===== src/lane_config.svh =====
/*
 Widths and depths shared by the lane RTL and its testbench.
 LANE_QUEUE_DEPTH is also the sender's initial credit count.
 LANE_NUM_REGS must be even and a power of two.
*/
`ifndef LANE_CONFIG_SVH
`define LANE_CONFIG_SVH

// Data path
`define LANE_DATA_WIDTH 32
`define LANE_OP_WIDTH 3

// Register file, split into odd and even banks
`define LANE_NUM_REGS 32
`define LANE_REG_INDEX_WIDTH 5
`define LANE_ROW_WIDTH 4

// Command queue
`define LANE_QUEUE_DEPTH 4

`endif


===== src/lane_pkg.sv =====
/*
 Types for the lane command path.
 Register index bit 0 selects the bank (1 = odd), upper bits are the row.
*/
`default_nettype none

`include "lane_config.svh"

package lane_pkg;

	typedef logic [`LANE_DATA_WIDTH-1:0] lane_data_t;
	typedef logic [`LANE_REG_INDEX_WIDTH-1:0] reg_index_t;
	typedef logic [`LANE_ROW_WIDTH-1:0] bank_row_t;

	// Opcodes as sent by the scalar unit
	typedef enum logic [`LANE_OP_WIDTH-1:0] {
		OP_ADD = 3'd0,
		OP_SUB = 3'd1,
		OP_AND = 3'd2,
		OP_OR  = 3'd3,
		OP_XOR = 3'd4,
		OP_SLL = 3'd5,
		OP_SRL = 3'd6,
		OP_LDS = 3'd7
	} lane_op_e;

	// How execute reads the two sources
	typedef enum logic [1:0] {
		PLAN_NONE     = 2'd0,
		PLAN_PARALLEL = 2'd1,
		PLAN_SERIAL   = 2'd2
	} read_plan_e;

endpackage

`default_nettype wire


===== src/lane_command_queue.sv =====
/*
 Circular FIFO of decoded commands, LANE_QUEUE_DEPTH entries.
 No full flag: the sender's credits keep pushes off a full queue.
 Each released entry returns one credit in the same cycle.
*/
`default_nettype none

`include "lane_config.svh"

module lane_command_queue (
	input  wire logic                  clock,
	input  wire logic                  reset,
	input  wire logic                  dec_valid,
	input  wire lane_pkg::lane_op_e    dec_op,
	input  wire lane_pkg::read_plan_e  dec_plan,
	input  wire lane_pkg::reg_index_t  dec_dst,
	input  wire lane_pkg::reg_index_t  dec_src1,
	input  wire lane_pkg::reg_index_t  dec_src2,
	input  wire lane_pkg::lane_data_t  dec_scalar,
	input  wire logic                  q_pop,
	output logic                       q_valid,
	output lane_pkg::lane_op_e         q_op,
	output lane_pkg::read_plan_e       q_plan,
	output lane_pkg::reg_index_t       q_dst,
	output lane_pkg::reg_index_t       q_src1,
	output lane_pkg::reg_index_t       q_src2,
	output lane_pkg::lane_data_t       q_scalar,
	output logic                       credit_return
);

	localparam int DEPTH = `LANE_QUEUE_DEPTH;
	localparam int PTR_W = (DEPTH > 1) ? $clog2(DEPTH) : 1;
	localparam int CNT_W = $clog2(DEPTH + 1);
	localparam logic [PTR_W-1:0] LAST = PTR_W'(DEPTH - 1);

	lane_pkg::lane_op_e   op_mem     [DEPTH];
	lane_pkg::read_plan_e plan_mem   [DEPTH];
	lane_pkg::reg_index_t dst_mem    [DEPTH];
	lane_pkg::reg_index_t src1_mem   [DEPTH];
	lane_pkg::reg_index_t src2_mem   [DEPTH];
	lane_pkg::lane_data_t scalar_mem [DEPTH];

	logic [PTR_W-1:0] wr_ptr;
	logic [PTR_W-1:0] rd_ptr;
	logic [CNT_W-1:0] count;
	logic             pop;

	assign q_valid       = (count != '0);
	assign pop           = q_pop && q_valid;
	assign credit_return = pop;

	////////////////////////////////////////////////////////////
	// Pointers and occupancy
	always_ff @(posedge clock) begin
		if (reset) begin
			wr_ptr <= '0;
			rd_ptr <= '0;
			count  <= '0;
		end else begin
			if (dec_valid) begin
				wr_ptr <= (wr_ptr == LAST) ? '0 : wr_ptr + 1'b1;
			end
			if (pop) begin
				rd_ptr <= (rd_ptr == LAST) ? '0 : rd_ptr + 1'b1;
			end
			case ({dec_valid, pop})
				2'b10:   count <= count + 1'b1;
				2'b01:   count <= count - 1'b1;
				default: count <= count;
			endcase
		end
	end

	////////////////////////////////////////////////////////////
	// Entry storage
	always_ff @(posedge clock) begin
		if (dec_valid) begin
			op_mem[wr_ptr]     <= dec_op;
			plan_mem[wr_ptr]   <= dec_plan;
			dst_mem[wr_ptr]    <= dec_dst;
			src1_mem[wr_ptr]   <= dec_src1;
			src2_mem[wr_ptr]   <= dec_src2;
			scalar_mem[wr_ptr] <= dec_scalar;
		end
	end

	// Head entry
	assign q_op     = op_mem[rd_ptr];
	assign q_plan   = plan_mem[rd_ptr];
	assign q_dst    = dst_mem[rd_ptr];
	assign q_src1   = src1_mem[rd_ptr];
	assign q_src2   = src2_mem[rd_ptr];
	assign q_scalar = scalar_mem[rd_ptr];

endmodule

`default_nettype wire


===== src/lane_execute.sv =====
/*
 Pops one command at a time and runs it to commit.
 Commit follows the pop by 1, 2 or 3 cycles for PLAN_NONE, PARALLEL and SERIAL.
 Write-back is done in the commit cycle; the next pop may share that cycle.
*/
`default_nettype none

`include "lane_config.svh"

module lane_execute (
	input  wire logic                         clock,
	input  wire logic                         reset,
	input  wire logic                         q_valid,
	input  wire lane_pkg::lane_op_e           q_op,
	input  wire lane_pkg::read_plan_e         q_plan,
	input  wire lane_pkg::reg_index_t         q_dst,
	input  wire lane_pkg::reg_index_t         q_src1,
	input  wire lane_pkg::reg_index_t         q_src2,
	input  wire lane_pkg::lane_data_t         q_scalar,
	output logic                              q_pop,
	output logic                              odd_rd_en,
	output lane_pkg::bank_row_t               odd_rd_row,
	output logic                              even_rd_en,
	output lane_pkg::bank_row_t               even_rd_row,
	input  wire lane_pkg::lane_data_t         odd_rd_data,
	input  wire lane_pkg::lane_data_t         even_rd_data,
	output logic                              odd_wr_en,
	output logic                              even_wr_en,
	output lane_pkg::bank_row_t               wr_row,
	output lane_pkg::lane_data_t              wr_data,
	output logic                              commit_valid,
	output lane_pkg::reg_index_t              commit_dst,
	output lane_pkg::lane_data_t              commit_data
);

	localparam int SHAMT_W = $clog2(`LANE_DATA_WIDTH);

	typedef enum logic [1:0] {IDLE, READ_FIRST, READ_SECOND, EXECUTE} exec_state_e;

	exec_state_e          state;
	lane_pkg::lane_op_e   cur_op;
	lane_pkg::read_plan_e cur_plan;
	lane_pkg::reg_index_t cur_dst;
	lane_pkg::reg_index_t cur_src1;
	lane_pkg::reg_index_t cur_src2;
	lane_pkg::lane_data_t cur_scalar;
	lane_pkg::lane_data_t operand_hold;
	lane_pkg::lane_data_t operand_a;
	lane_pkg::lane_data_t operand_b;
	lane_pkg::lane_data_t alu_result;
	lane_pkg::bank_row_t  row1;
	lane_pkg::bank_row_t  row2;

	// Free to take a command when idle or committing
	assign q_pop = q_valid && ((state == IDLE) || (state == EXECUTE));

	////////////////////////////////////////////////////////////
	// Sequencer
	always_ff @(posedge clock) begin
		if (reset) begin
			state <= IDLE;
		end else begin
			case (state)
				READ_FIRST:  state <= (cur_plan == lane_pkg::PLAN_SERIAL) ? READ_SECOND : EXECUTE;
				READ_SECOND: state <= EXECUTE;
				default: begin
					if (!q_pop) begin
						state <= IDLE;
					end else if (q_plan == lane_pkg::PLAN_NONE) begin
						state <= EXECUTE;
					end else begin
						state <= READ_FIRST;
					end
				end
			endcase
		end
	end

	always_ff @(posedge clock) begin
		if (q_pop) begin
			cur_op     <= q_op;
			cur_plan   <= q_plan;
			cur_dst    <= q_dst;
			cur_src1   <= q_src1;
			cur_src2   <= q_src2;
			cur_scalar <= q_scalar;
		end
		// Source 1 data lands while the second read is issued
		if (state == READ_SECOND) begin
			operand_hold <= cur_src1[0] ? odd_rd_data : even_rd_data;
		end
	end

	////////////////////////////////////////////////////////////
	// Bank read steering
	assign row1 = cur_src1[`LANE_REG_INDEX_WIDTH-1:1];
	assign row2 = cur_src2[`LANE_REG_INDEX_WIDTH-1:1];

	always_comb begin
		odd_rd_en   = 1'b0;
		even_rd_en  = 1'b0;
		odd_rd_row  = row1;
		even_rd_row = row1;
		if (state == READ_FIRST) begin
			odd_rd_en  = cur_src1[0];
			even_rd_en = !cur_src1[0];
			// Parallel plan reads source 2 from the other bank, or the same row
			if (cur_plan == lane_pkg::PLAN_PARALLEL) begin
				if (cur_src2[0]) begin
					odd_rd_en  = 1'b1;
					odd_rd_row = row2;
				end else begin
					even_rd_en  = 1'b1;
					even_rd_row = row2;
				end
			end
		end else if (state == READ_SECOND) begin
			odd_rd_en   = cur_src2[0];
			even_rd_en  = !cur_src2[0];
			odd_rd_row  = row2;
			even_rd_row = row2;
		end
	end

	////////////////////////////////////////////////////////////
	// ALU and write-back
	assign operand_a = (cur_plan == lane_pkg::PLAN_SERIAL) ? operand_hold :
		(cur_src1[0] ? odd_rd_data : even_rd_data);
	assign operand_b = cur_src2[0] ? odd_rd_data : even_rd_data;

	always_comb begin
		case (cur_op)
			lane_pkg::OP_ADD: alu_result = operand_a + operand_b;
			lane_pkg::OP_SUB: alu_result = operand_a - operand_b;
			lane_pkg::OP_AND: alu_result = operand_a & operand_b;
			lane_pkg::OP_OR:  alu_result = operand_a | operand_b;
			lane_pkg::OP_XOR: alu_result = operand_a ^ operand_b;
			lane_pkg::OP_SLL: alu_result = operand_a << operand_b[SHAMT_W-1:0];
			lane_pkg::OP_SRL: alu_result = operand_a >> operand_b[SHAMT_W-1:0];
			default:          alu_result = cur_scalar;
		endcase
	end

	assign commit_valid = (state == EXECUTE);
	assign commit_dst   = cur_dst;
	assign commit_data  = alu_result;
	assign odd_wr_en    = commit_valid && cur_dst[0];
	assign even_wr_en   = commit_valid && !cur_dst[0];
	assign wr_row       = cur_dst[`LANE_REG_INDEX_WIDTH-1:1];
	assign wr_data      = alu_result;

endmodule

`default_nettype wire


===== src/lane_issue_decode.sv =====
/*
 Command capture stage, one cycle of latency.
 The read plan is fixed here so execute only follows it.
*/
`default_nettype none

`include "lane_config.svh"

module lane_issue_decode (
	input  wire logic                       clock,
	input  wire logic                       reset,
	input  wire logic                       cmd_valid,
	input  wire logic [`LANE_OP_WIDTH-1:0]  cmd_op,
	input  wire lane_pkg::reg_index_t       cmd_dst,
	input  wire lane_pkg::reg_index_t       cmd_src1,
	input  wire lane_pkg::reg_index_t       cmd_src2,
	input  wire lane_pkg::lane_data_t       cmd_scalar,
	output lane_pkg::lane_op_e              dec_op,
	output lane_pkg::read_plan_e            dec_plan,
	output logic                            dec_valid,
	output lane_pkg::reg_index_t            dec_dst,
	output lane_pkg::reg_index_t            dec_src1,
	output lane_pkg::reg_index_t            dec_src2,
	output lane_pkg::lane_data_t            dec_scalar
);

	lane_pkg::lane_op_e   op;
	lane_pkg::read_plan_e plan;

	assign op = lane_pkg::lane_op_e'(cmd_op);

	// Two different rows in one bank need a second read cycle
	always_comb begin
		if (op == lane_pkg::OP_LDS) begin
			plan = lane_pkg::PLAN_NONE;
		end else if ((cmd_src1[0] != cmd_src2[0]) || (cmd_src1[`LANE_REG_INDEX_WIDTH-1:1] ==
				cmd_src2[`LANE_REG_INDEX_WIDTH-1:1])) begin
			plan = lane_pkg::PLAN_PARALLEL;
		end else begin
			plan = lane_pkg::PLAN_SERIAL;
		end
	end

	always_ff @(posedge clock) begin
		if (reset) begin
			dec_valid <= 1'b0;
		end else begin
			dec_valid <= cmd_valid;
		end
	end

	// Command fields
	always_ff @(posedge clock) begin
		dec_op     <= op;
		dec_plan   <= plan;
		dec_dst    <= cmd_dst;
		dec_src1   <= cmd_src1;
		dec_src2   <= cmd_src2;
		dec_scalar <= cmd_scalar;
	end

endmodule

`default_nettype wire


===== src/lane_register_bank.sv =====
/*
 One half of the lane register file, cleared by reset.
 Read data is registered, one cycle after rd_en.
 A read of the row being written returns the new data.
*/
`default_nettype none

`include "lane_config.svh"

module lane_register_bank (
	input  wire logic                         clock,
	input  wire logic                         reset,
	input  wire logic                         rd_en,
	input  wire logic [`LANE_ROW_WIDTH-1:0]   rd_row,
	output logic [`LANE_DATA_WIDTH-1:0]       rd_data,
	input  wire logic                         wr_en,
	input  wire logic [`LANE_ROW_WIDTH-1:0]   wr_row,
	input  wire logic [`LANE_DATA_WIDTH-1:0]  wr_data
);

	localparam int ROWS = `LANE_NUM_REGS / 2;

	logic [`LANE_DATA_WIDTH-1:0] mem [ROWS];

	always_ff @(posedge clock) begin
		if (reset) begin
			for (int i = 0; i < ROWS; i++) begin
				mem[i] <= '0;
			end
		end else if (wr_en) begin
			mem[wr_row] <= wr_data;
		end
	end

	// Write-first forwarding on a row collision
	always_ff @(posedge clock) begin
		if (rd_en) begin
			rd_data <= (wr_en && (wr_row == rd_row)) ? wr_data : mem[rd_row];
		end
	end

endmodule

`default_nettype wire


===== src/lane_unit.sv =====
/*
 One SIMD lane, command path only.
 Sender starts with LANE_QUEUE_DEPTH credits, one per cmd_valid cycle.
 Commits come in command order and cannot be stalled.
*/
`default_nettype none

`include "lane_config.svh"

module lane_unit (
	input  wire logic                         clock,
	input  wire logic                         reset,
	input  wire logic                         cmd_valid,
	input  wire logic [`LANE_OP_WIDTH-1:0]    cmd_op,
	input  wire lane_pkg::reg_index_t         cmd_dst,
	input  wire lane_pkg::reg_index_t         cmd_src1,
	input  wire lane_pkg::reg_index_t         cmd_src2,
	input  wire lane_pkg::lane_data_t         cmd_scalar,
	output logic                              credit_return,
	output logic                              commit_valid,
	output lane_pkg::reg_index_t              commit_dst,
	output lane_pkg::lane_data_t              commit_data
);

	// Decode to queue
	logic                 dec_valid;
	lane_pkg::lane_op_e   dec_op;
	lane_pkg::read_plan_e dec_plan;
	lane_pkg::reg_index_t dec_dst;
	lane_pkg::reg_index_t dec_src1;
	lane_pkg::reg_index_t dec_src2;
	lane_pkg::lane_data_t dec_scalar;

	// Queue to execute
	logic                 q_valid;
	logic                 q_pop;
	lane_pkg::lane_op_e   q_op;
	lane_pkg::read_plan_e q_plan;
	lane_pkg::reg_index_t q_dst;
	lane_pkg::reg_index_t q_src1;
	lane_pkg::reg_index_t q_src2;
	lane_pkg::lane_data_t q_scalar;

	// Register banks
	logic                 odd_rd_en;
	logic                 even_rd_en;
	lane_pkg::bank_row_t  odd_rd_row;
	lane_pkg::bank_row_t  even_rd_row;
	lane_pkg::lane_data_t odd_rd_data;
	lane_pkg::lane_data_t even_rd_data;
	logic                 odd_wr_en;
	logic                 even_wr_en;
	lane_pkg::bank_row_t  wr_row;
	lane_pkg::lane_data_t wr_data;

	lane_issue_decode u_decode (
		.clock(clock), .reset(reset),
		.cmd_valid(cmd_valid), .cmd_op(cmd_op), .cmd_dst(cmd_dst),
		.cmd_src1(cmd_src1), .cmd_src2(cmd_src2), .cmd_scalar(cmd_scalar),
		.dec_valid(dec_valid), .dec_op(dec_op), .dec_plan(dec_plan), .dec_dst(dec_dst),
		.dec_src1(dec_src1), .dec_src2(dec_src2), .dec_scalar(dec_scalar)
	);

	lane_command_queue u_queue (
		.clock(clock), .reset(reset),
		.dec_valid(dec_valid), .dec_op(dec_op), .dec_plan(dec_plan), .dec_dst(dec_dst),
		.dec_src1(dec_src1), .dec_src2(dec_src2), .dec_scalar(dec_scalar),
		.q_pop(q_pop), .q_valid(q_valid), .q_op(q_op), .q_plan(q_plan), .q_dst(q_dst),
		.q_src1(q_src1), .q_src2(q_src2), .q_scalar(q_scalar),
		.credit_return(credit_return)
	);

	lane_register_bank bank_odd (
		.clock(clock), .reset(reset),
		.rd_en(odd_rd_en), .rd_row(odd_rd_row), .rd_data(odd_rd_data),
		.wr_en(odd_wr_en), .wr_row(wr_row), .wr_data(wr_data)
	);

	lane_register_bank bank_even (
		.clock(clock), .reset(reset),
		.rd_en(even_rd_en), .rd_row(even_rd_row), .rd_data(even_rd_data),
		.wr_en(even_wr_en), .wr_row(wr_row), .wr_data(wr_data)
	);

	lane_execute u_execute (
		.clock(clock), .reset(reset),
		.q_valid(q_valid), .q_op(q_op), .q_plan(q_plan), .q_dst(q_dst),
		.q_src1(q_src1), .q_src2(q_src2), .q_scalar(q_scalar), .q_pop(q_pop),
		.odd_rd_en(odd_rd_en), .odd_rd_row(odd_rd_row),
		.even_rd_en(even_rd_en), .even_rd_row(even_rd_row),
		.odd_rd_data(odd_rd_data), .even_rd_data(even_rd_data),
		.odd_wr_en(odd_wr_en), .even_wr_en(even_wr_en), .wr_row(wr_row), .wr_data(wr_data),
		.commit_valid(commit_valid), .commit_dst(commit_dst), .commit_data(commit_data)
	);

endmodule

`default_nettype wire


===== config.mk =====
export PLATFORM = sky130hd
export DESIGN_NAME = lane_unit
export DESIGN_NICKNAME = d
export VERILOG_FILES = /design/src/lane_pkg.sv /design/src/lane_command_queue.sv /design/src/lane_execute.sv /design/src/lane_issue_decode.sv /design/src/lane_register_bank.sv /design/src/lane_unit.sv
export VERILOG_INCLUDE_DIRS = /design/src
export SDC_FILE = /design/constraint.sdc
export NUM_CORES = 2
export LEC_CHECK = 0
export BUFFER_PORTS_ARGS = -buffer_cell sky130_fd_sc_hd__buf_2
export CORE_ASPECT_RATIO = 0.7
export CORE_MARGIN = 10
export CORE_UTILIZATION = 55
export CTS_CLUSTER_DIAMETER = 150
export CTS_CLUSTER_SIZE = 24
export DETAILED_ROUTE_END_ITERATION = 7
export PLACE_DENSITY = 0.78
export SLEW_MARGIN = 20
export SYNTH_ARGS = -nofsm -noshare
export SYNTH_HDL_FRONTEND = slang
export SYNTH_SLANG_ARGS = --single-unit

===== constraint.sdc =====
create_clock -name clock -period 11.7 [get_ports clock]
set_input_delay 0.585 -clock clock [delete_from_list [all_inputs] [get_ports clock]]
set_output_delay 0.585 -clock clock [all_outputs]
set_load 0.005 [all_outputs]

=== Yosys cells after proc, flatten, opt, wreduce, memory -nomap -nowiden ===
Memory sizes are Yosys's and may differ from the RTL's. A register that Yosys moved wholly into a read port is not among the register bits.
Index checks and enable logic that the tools add are counted.

* $add $sub $neg: 6
* Shift operators: 2
* Equal/unequal tests: 18
* Muxes and demuxes: 45
* Reduce and logical (&&, ||, !) cells: 16
* Bitwise gates (word level): 3

{| class="wikitable"
|+ Operators by type and width
! operator !! number
|-
| $pmux 32 s7 || 1
|-
| $mux 32 || 5
|-
| $reduce_or 32->1 || 2
|-
| $mux 4 || 9
|-
| $add 32x32->32 || 1
|-
| $and 32x32->32 || 1
|-
| $or 32x32->32 || 1
|-
| $shl 32x5->32 || 1
|-
| $shr 32x5->32 || 1
|-
| $sub 32x32->32 || 1
|-
| $xor 32x32->32 || 1
|-
| $mux 1 || 21
|-
| $mux 2 || 7
|-
| $eq 2x2->1 const B || 6
|-
| $eq 3x3->1 const B || 4
|-
| $eq 2x1->1 const B || 3
|-
| $eq 3x2->1 const B || 2
|-
| $pmux 3 s2 || 1
|-
| $add 2x1->2 const B || 2
|-
| $eq 4x4->1 || 1
|-
| $logic_and 1x1->1 || 4
|-
| $logic_not 2->1 || 2
|-
| $pmux 2 s2 || 1
|-
| $add 3x1->3 const B || 1
|-
| 8 further kinds || 11
|}

* Memory bits (writable): 1,232
* Memories kept: 8
* Bits of input ports: 53
* Register bits: 96
* Output and inout bits: 39

{| class="wikitable"
|+ Memories
! name !! depth !! width !! rd ports !! clocked after memory_dff !! wr ports !! RTL line !! RTL
|-
| bank_even.mem || 16 || 32 || 1 || 1 || 16 || lane_register_bank.sv:23 || <nowiki>logic [`LANE_DATA_WIDTH-1:0] mem [ROWS];</nowiki>
|-
| bank_odd.mem || 16 || 32 || 1 || 1 || 16 || lane_register_bank.sv:23 ||
|-
| u_queue.scalar_mem || 4 || 32 || 1 || 1 || 1 || lane_command_queue.sv:41 || <nowiki>lane_pkg::lane_data_t scalar_mem [DEPTH];</nowiki>
|-
| u_queue.dst_mem || 4 || 5 || 1 || 1 || 1 || lane_command_queue.sv:38 || <nowiki>lane_pkg::reg_index_t dst_mem [DEPTH];</nowiki>
|-
| u_queue.src1_mem || 4 || 5 || 1 || 1 || 1 || lane_command_queue.sv:39 || <nowiki>lane_pkg::reg_index_t src1_mem [DEPTH];</nowiki>
|-
| u_queue.src2_mem || 4 || 5 || 1 || 1 || 1 || lane_command_queue.sv:40 || <nowiki>lane_pkg::reg_index_t src2_mem [DEPTH];</nowiki>
|-
| +2 memories || - || - || - || - || - || - ||
|}

=== Longest topological paths before layout ===
* Depth in word-level cells: 7
* Mapped depth: 26
* Depth with buffers taken out: 20

=== Modules after synthesis ===
A second synthesis with hierarchy kept.

* Cell total of the unflattened synthesis: 4,899
* Area total of the unflattened synthesis: 70,311.2 um^2

{| class="wikitable"
|+ By module, submodules not included
! module !! cells an instance !! instances !! area an instance (um^2)
|-
| lane_register_bank || 1,489 || 2 || 24,192.0
|-
| lane_execute || 1,538 || 1 || 12,771.0
|-
| lane_command_queue || 320 || 1 || 8,018.9
|-
| lane_issue_decode || 63 || 1 || 1,137.3
|}

=== Least setup slack after synthesis ===
No wires, ideal clock.

* Kind: register to output
* Start point: register u_execute.cur_src2[0], read port of u_queue.src2_mem
* End point: output commit_data[26]
* Setup slack: 5.246 ns
* Data arrival time: 5.869 ns
* Required time: 11.115 ns
* Cell stages (with the launch flop): 26
* Buffers on the path: 6
* Cell sequence: edfxtp_1 buf_4 mux2i_2 clkbuf_1 clkbuf_1 buf_2 buf_1 ha_1 nand2_1 or3_1 or2_2 nor2_1 nand2_1 o21ai_0 xnor2_1 ha_1 nand2_1 o21ai_0 o21ai_0 o311ai_0 o311ai_0 a311o_1 or4_1 o21ai_2 buf_2 inv_1

* Word-level cells in the longest chain between the ends: 3

{| class="wikitable"
|+ RTL lines
! what !! RTL line !! RTL
|-
| start, declared || lane_execute.sv:45 || <nowiki>lane_pkg::reg_index_t cur_src2;</nowiki>
|-
| $mux 32 * || lane_execute.sv:129 || <nowiki>assign operand_b = cur_src2[0] ? odd_rd_data : even_rd_data;</nowiki>
|-
| $sub 32x32->32, or another cell as far along || lane_execute.sv:134 || <nowiki>lane_pkg::OP_SUB: alu_result = operand_a - operand_b;</nowiki>
|-
| $pmux 32 s7 * || lane_execute.sv:132 || <nowiki>case (cur_op)</nowiki>
|-
| end, declared || lane_unit.sv:22 || <nowiki>output lane_pkg::lane_data_t commit_data</nowiki>
|}

Mark *: on every way between the ends. The rest lies on a longest branch, timed or not.

=== Final worst setup path ===
* Start point: register u_execute.cur_src2[0], read port of u_queue.src2_mem
* End point: output commit_data[23]

The elaborated chain is that of the path after synthesis.

==> impl_metrics.yaml <==
outcome:
  outcome: "finished, final reports clean"
sta:
  setup_tns_ns: 0
  worstMarginPinSlew_ns: 1.30
  slew_headroom_pct: 13.1
  finalMaxSlewViolations: 0
  rsz0062_at_grt: "no"
  final.setup_skew_ns: 0.0377
  fin_crit_sh_pct: 76.7
  post-route-min-period_ns: 8.98
  hold_viol_final: 0
  setup-violations-final: 0
  whs_ns: 0.0741
  fmaxAchievable_mhz: 111
cells_and_area:
  final_common_cell: "edfxtp_1"
  area_delta_synth_final_pct: 7.67
  mostFrequentLayoutCells: "edfxtp_1 (1380), nor2_1 (1076), mux4_2 (322)"
  fin_util_pct: 59.9
  nets: 5255
  drive_gt1_share_pct: 15.9
global_routing:
  first_global_vias: 45000
  groute.usage.overall_pct: 31.4
  grt_max_degree: 116
  grt_overflow_total: 0
  grt_antenna_before_repair: 6
  grt_pass1_wl_microns: 317000
  met1_usage_pct: 42.7
  grtUsageMet3_pct: 12.1
  top_usage_layer: "met2"
  use_met2_pct: 45.3
logic_synthesis:
  async_reset_ff_share_pct: 0
  ys_warn_count: 0
  synthCells: 5133
  synth_top_area_share_pct: 60.9
  yosys_register_bits: 1444
  synth_ff_type: "edfxtp_1"
  synth_nets: 5297
  synth_edf_count: 1380
  yosysUniqueCellTypes: 85
  syn_area_sq_um: 68000
  synth_top_cells_by_area: "edfxtp_1 (61%), mux4_2 (11%), nor2_1 (6.0%)"
  synth.avg_cell_area_sq_um: 13.3
  ys_seq_area_share_pct: 62.8
  synth_top_area_cell: "edfxtp_1"
floorplanning:
  io_pins: 92
  fp.dieArea_sq_um: 138000
  die_w_microns: 440
  start_util_pct: 55.6
  num_rows: 107
  coreArea_sq_um: 122000
  fp.dieH_microns: 314
setup_path:
  r2r-start: "u_execute.cur_src2[0]$_DFFE_PP_"
  worst_setup_path_start_kind: "register"
  arrival_ns: 8.39
  path_class: "register to primary output"
  end_kind: "primary output"
  crit_start: "u_execute.cur_src2[0]$_DFFE_PP_"
  required_ns: 11.12
  cp_max_fo: 53
drt:
  ant_nets: 0
  dr.pass1.iters: 8
  avgRoutedWirePerCell_microns: 32.6
  vias: 46100
  via_per_inst: 6.81
  drtIter0Drc: 7245
  wl_microns: 220000
  drc_errors: 0
cts:
  cts-htree-levels: 3
  cts.sinks: 1444
  insertion_delay_ns: 0.72
  cts_tree: "yes"
  cts.hold.buffers_added: 49
  postCtsSetupBuffers: 0
  ctsResizeCount: 0
  cts_buffer_depth: 3
  numCtsBuffers: 70
  path_clk_slew_ns: 0.09
  root_buffer: "clkbuf_16"
flow_run:
  drv_cap: 0
worst_hold_path:
  worstHoldStart: "cmd_src2[0]"
  min_path_type: "input pin to register"
placed_design:
  gp_congestion: 1.07
  port_buffers: 91
  hpwl_microns: 142000
## area by class of cell
cell class / instances / area (sq um)
Fill cell: 9020 / 49000
Timing Repair Buffer: 311 / 2300
Tap cell: 1635 / 2050
Clock buffer: 95 / 1870
Antenna cell: 2 / 5.00
Clock inverter: 9 / 121
Multi-Input combinational cell: 3117 / 23600
Sequential cell: 1444 / 42700
Inverter: 147 / 552
## through the flow
step,instances,cell area (sq um),setup slack [ns]
2_1_floorplan,5133,68000,5.25
3_3_place_gp,6603,70700,3.69
3_5_place_dp,6603,70700,3.61
4_1_cts,6756,73200,2.83
5_1_grt,6759,73200,2.22
6_report,6760,73200,2.72
## flip-flops by register name (all words and copies together), names as in the netlist, 32 cells and up, named ones only
| name | count |
|---|---|
| bank_even.rd_data | 32 |
| u_decode.dec_scalar | 32 |
| bank_odd.rd_data | 32 |
| bank_odd.mem | 512 |
| u_queue.scalar_mem | 128 |
| u_execute.cur_scalar | 32 |
| bank_even.mem | 512 |
| u_execute.operand_hold | 32 |
## kinds of logic (layout without fill, tap and decap cells)
group	Yosys count	after routing	synth area share, %
AO/OA/AOI/OAI	731	731	7.31
flip-flops	1444	1444	62.8
buffers and inverters	572	562	3.33
XOR/XNOR	62	62	0.798
AND/OR/NAND/NOR	1759	1759	11.0
other	0	2	0
adder cells (fa/ha/maj)	111	111	2.06
multiplexers	454	454	12.7
## per-layer routing
metal | part of all wire (%) | wire, microns | vias to the layer above
met4 | 4.5 | 9840 | 8
met3 | 16 | 35800 | 479
li1 | - | - | 19000
met2 | 43 | 95400 | 3594
met1 | 36 | 79100 | 23000
met5 | 0.028 | 61 | -
## cell usage after synthesis, drive strengths merged (9+ instances only)
cell,number
o22ai,23
a211oi,101
edfxtp,1380
o211ai,35
clkbuf,289
a221oi,12
nand3,39
or3,16
nor3b,19
a21oi,149
o221ai,11
or2,10
o31ai,11
nor3,113
a211o,11
o211a,9
nand2,291
mux4,322
xnor2,53
ha,109
dfxtp,64
o21a,13
and2,80
nor2,1080
or3b,18
o21ai,106
a21o,36
nand4,15
a22oi,16
xor2,9
mux2i,105
buf,136
nor2b,14
inv,147
nand2b,40
a31oi,88
mux2,27
o311ai,10
## final timing paths
check,slack [ns],depth (start not counted),end
worst min register to register,0.48,0,u_queue.src2_mem[2][3]$_DFFE_PP_
worst max register to register,3.57,20,bank_odd.mem[1][27]$_SDFFCE_PN0P_
worst min-delay path,0.07,1,u_decode.dec_src2[0]$_DFF_P_
worst max-delay path,2.72,21,commit_data[23]
## critical path, cell delays in order, from the launching register on
cell and delay, ns:
edfxtp_1 0.33, buf_4 0.65, mux2i_2 0.28, buf_4 0.32, inv_1 0.42, nor2_1 0.42
buf_4 0.26, nand2_1 0.13, or3_1 0.46, or2_2 0.37, o31ai_1 0.29, xnor2_1 0.10
ha_1 0.44, nand4_1 0.26, or3_1 0.40, o31ai_1 0.88, a41oi_1 0.24, mux2i_1 0.29
o22ai_4 0.54, buf_4 0.36, inv_1 0.06, buf_2 0.13
Power is not shown: default switching activity piles up to over one toggle a cycle in this logic, so the estimate is an artifact.
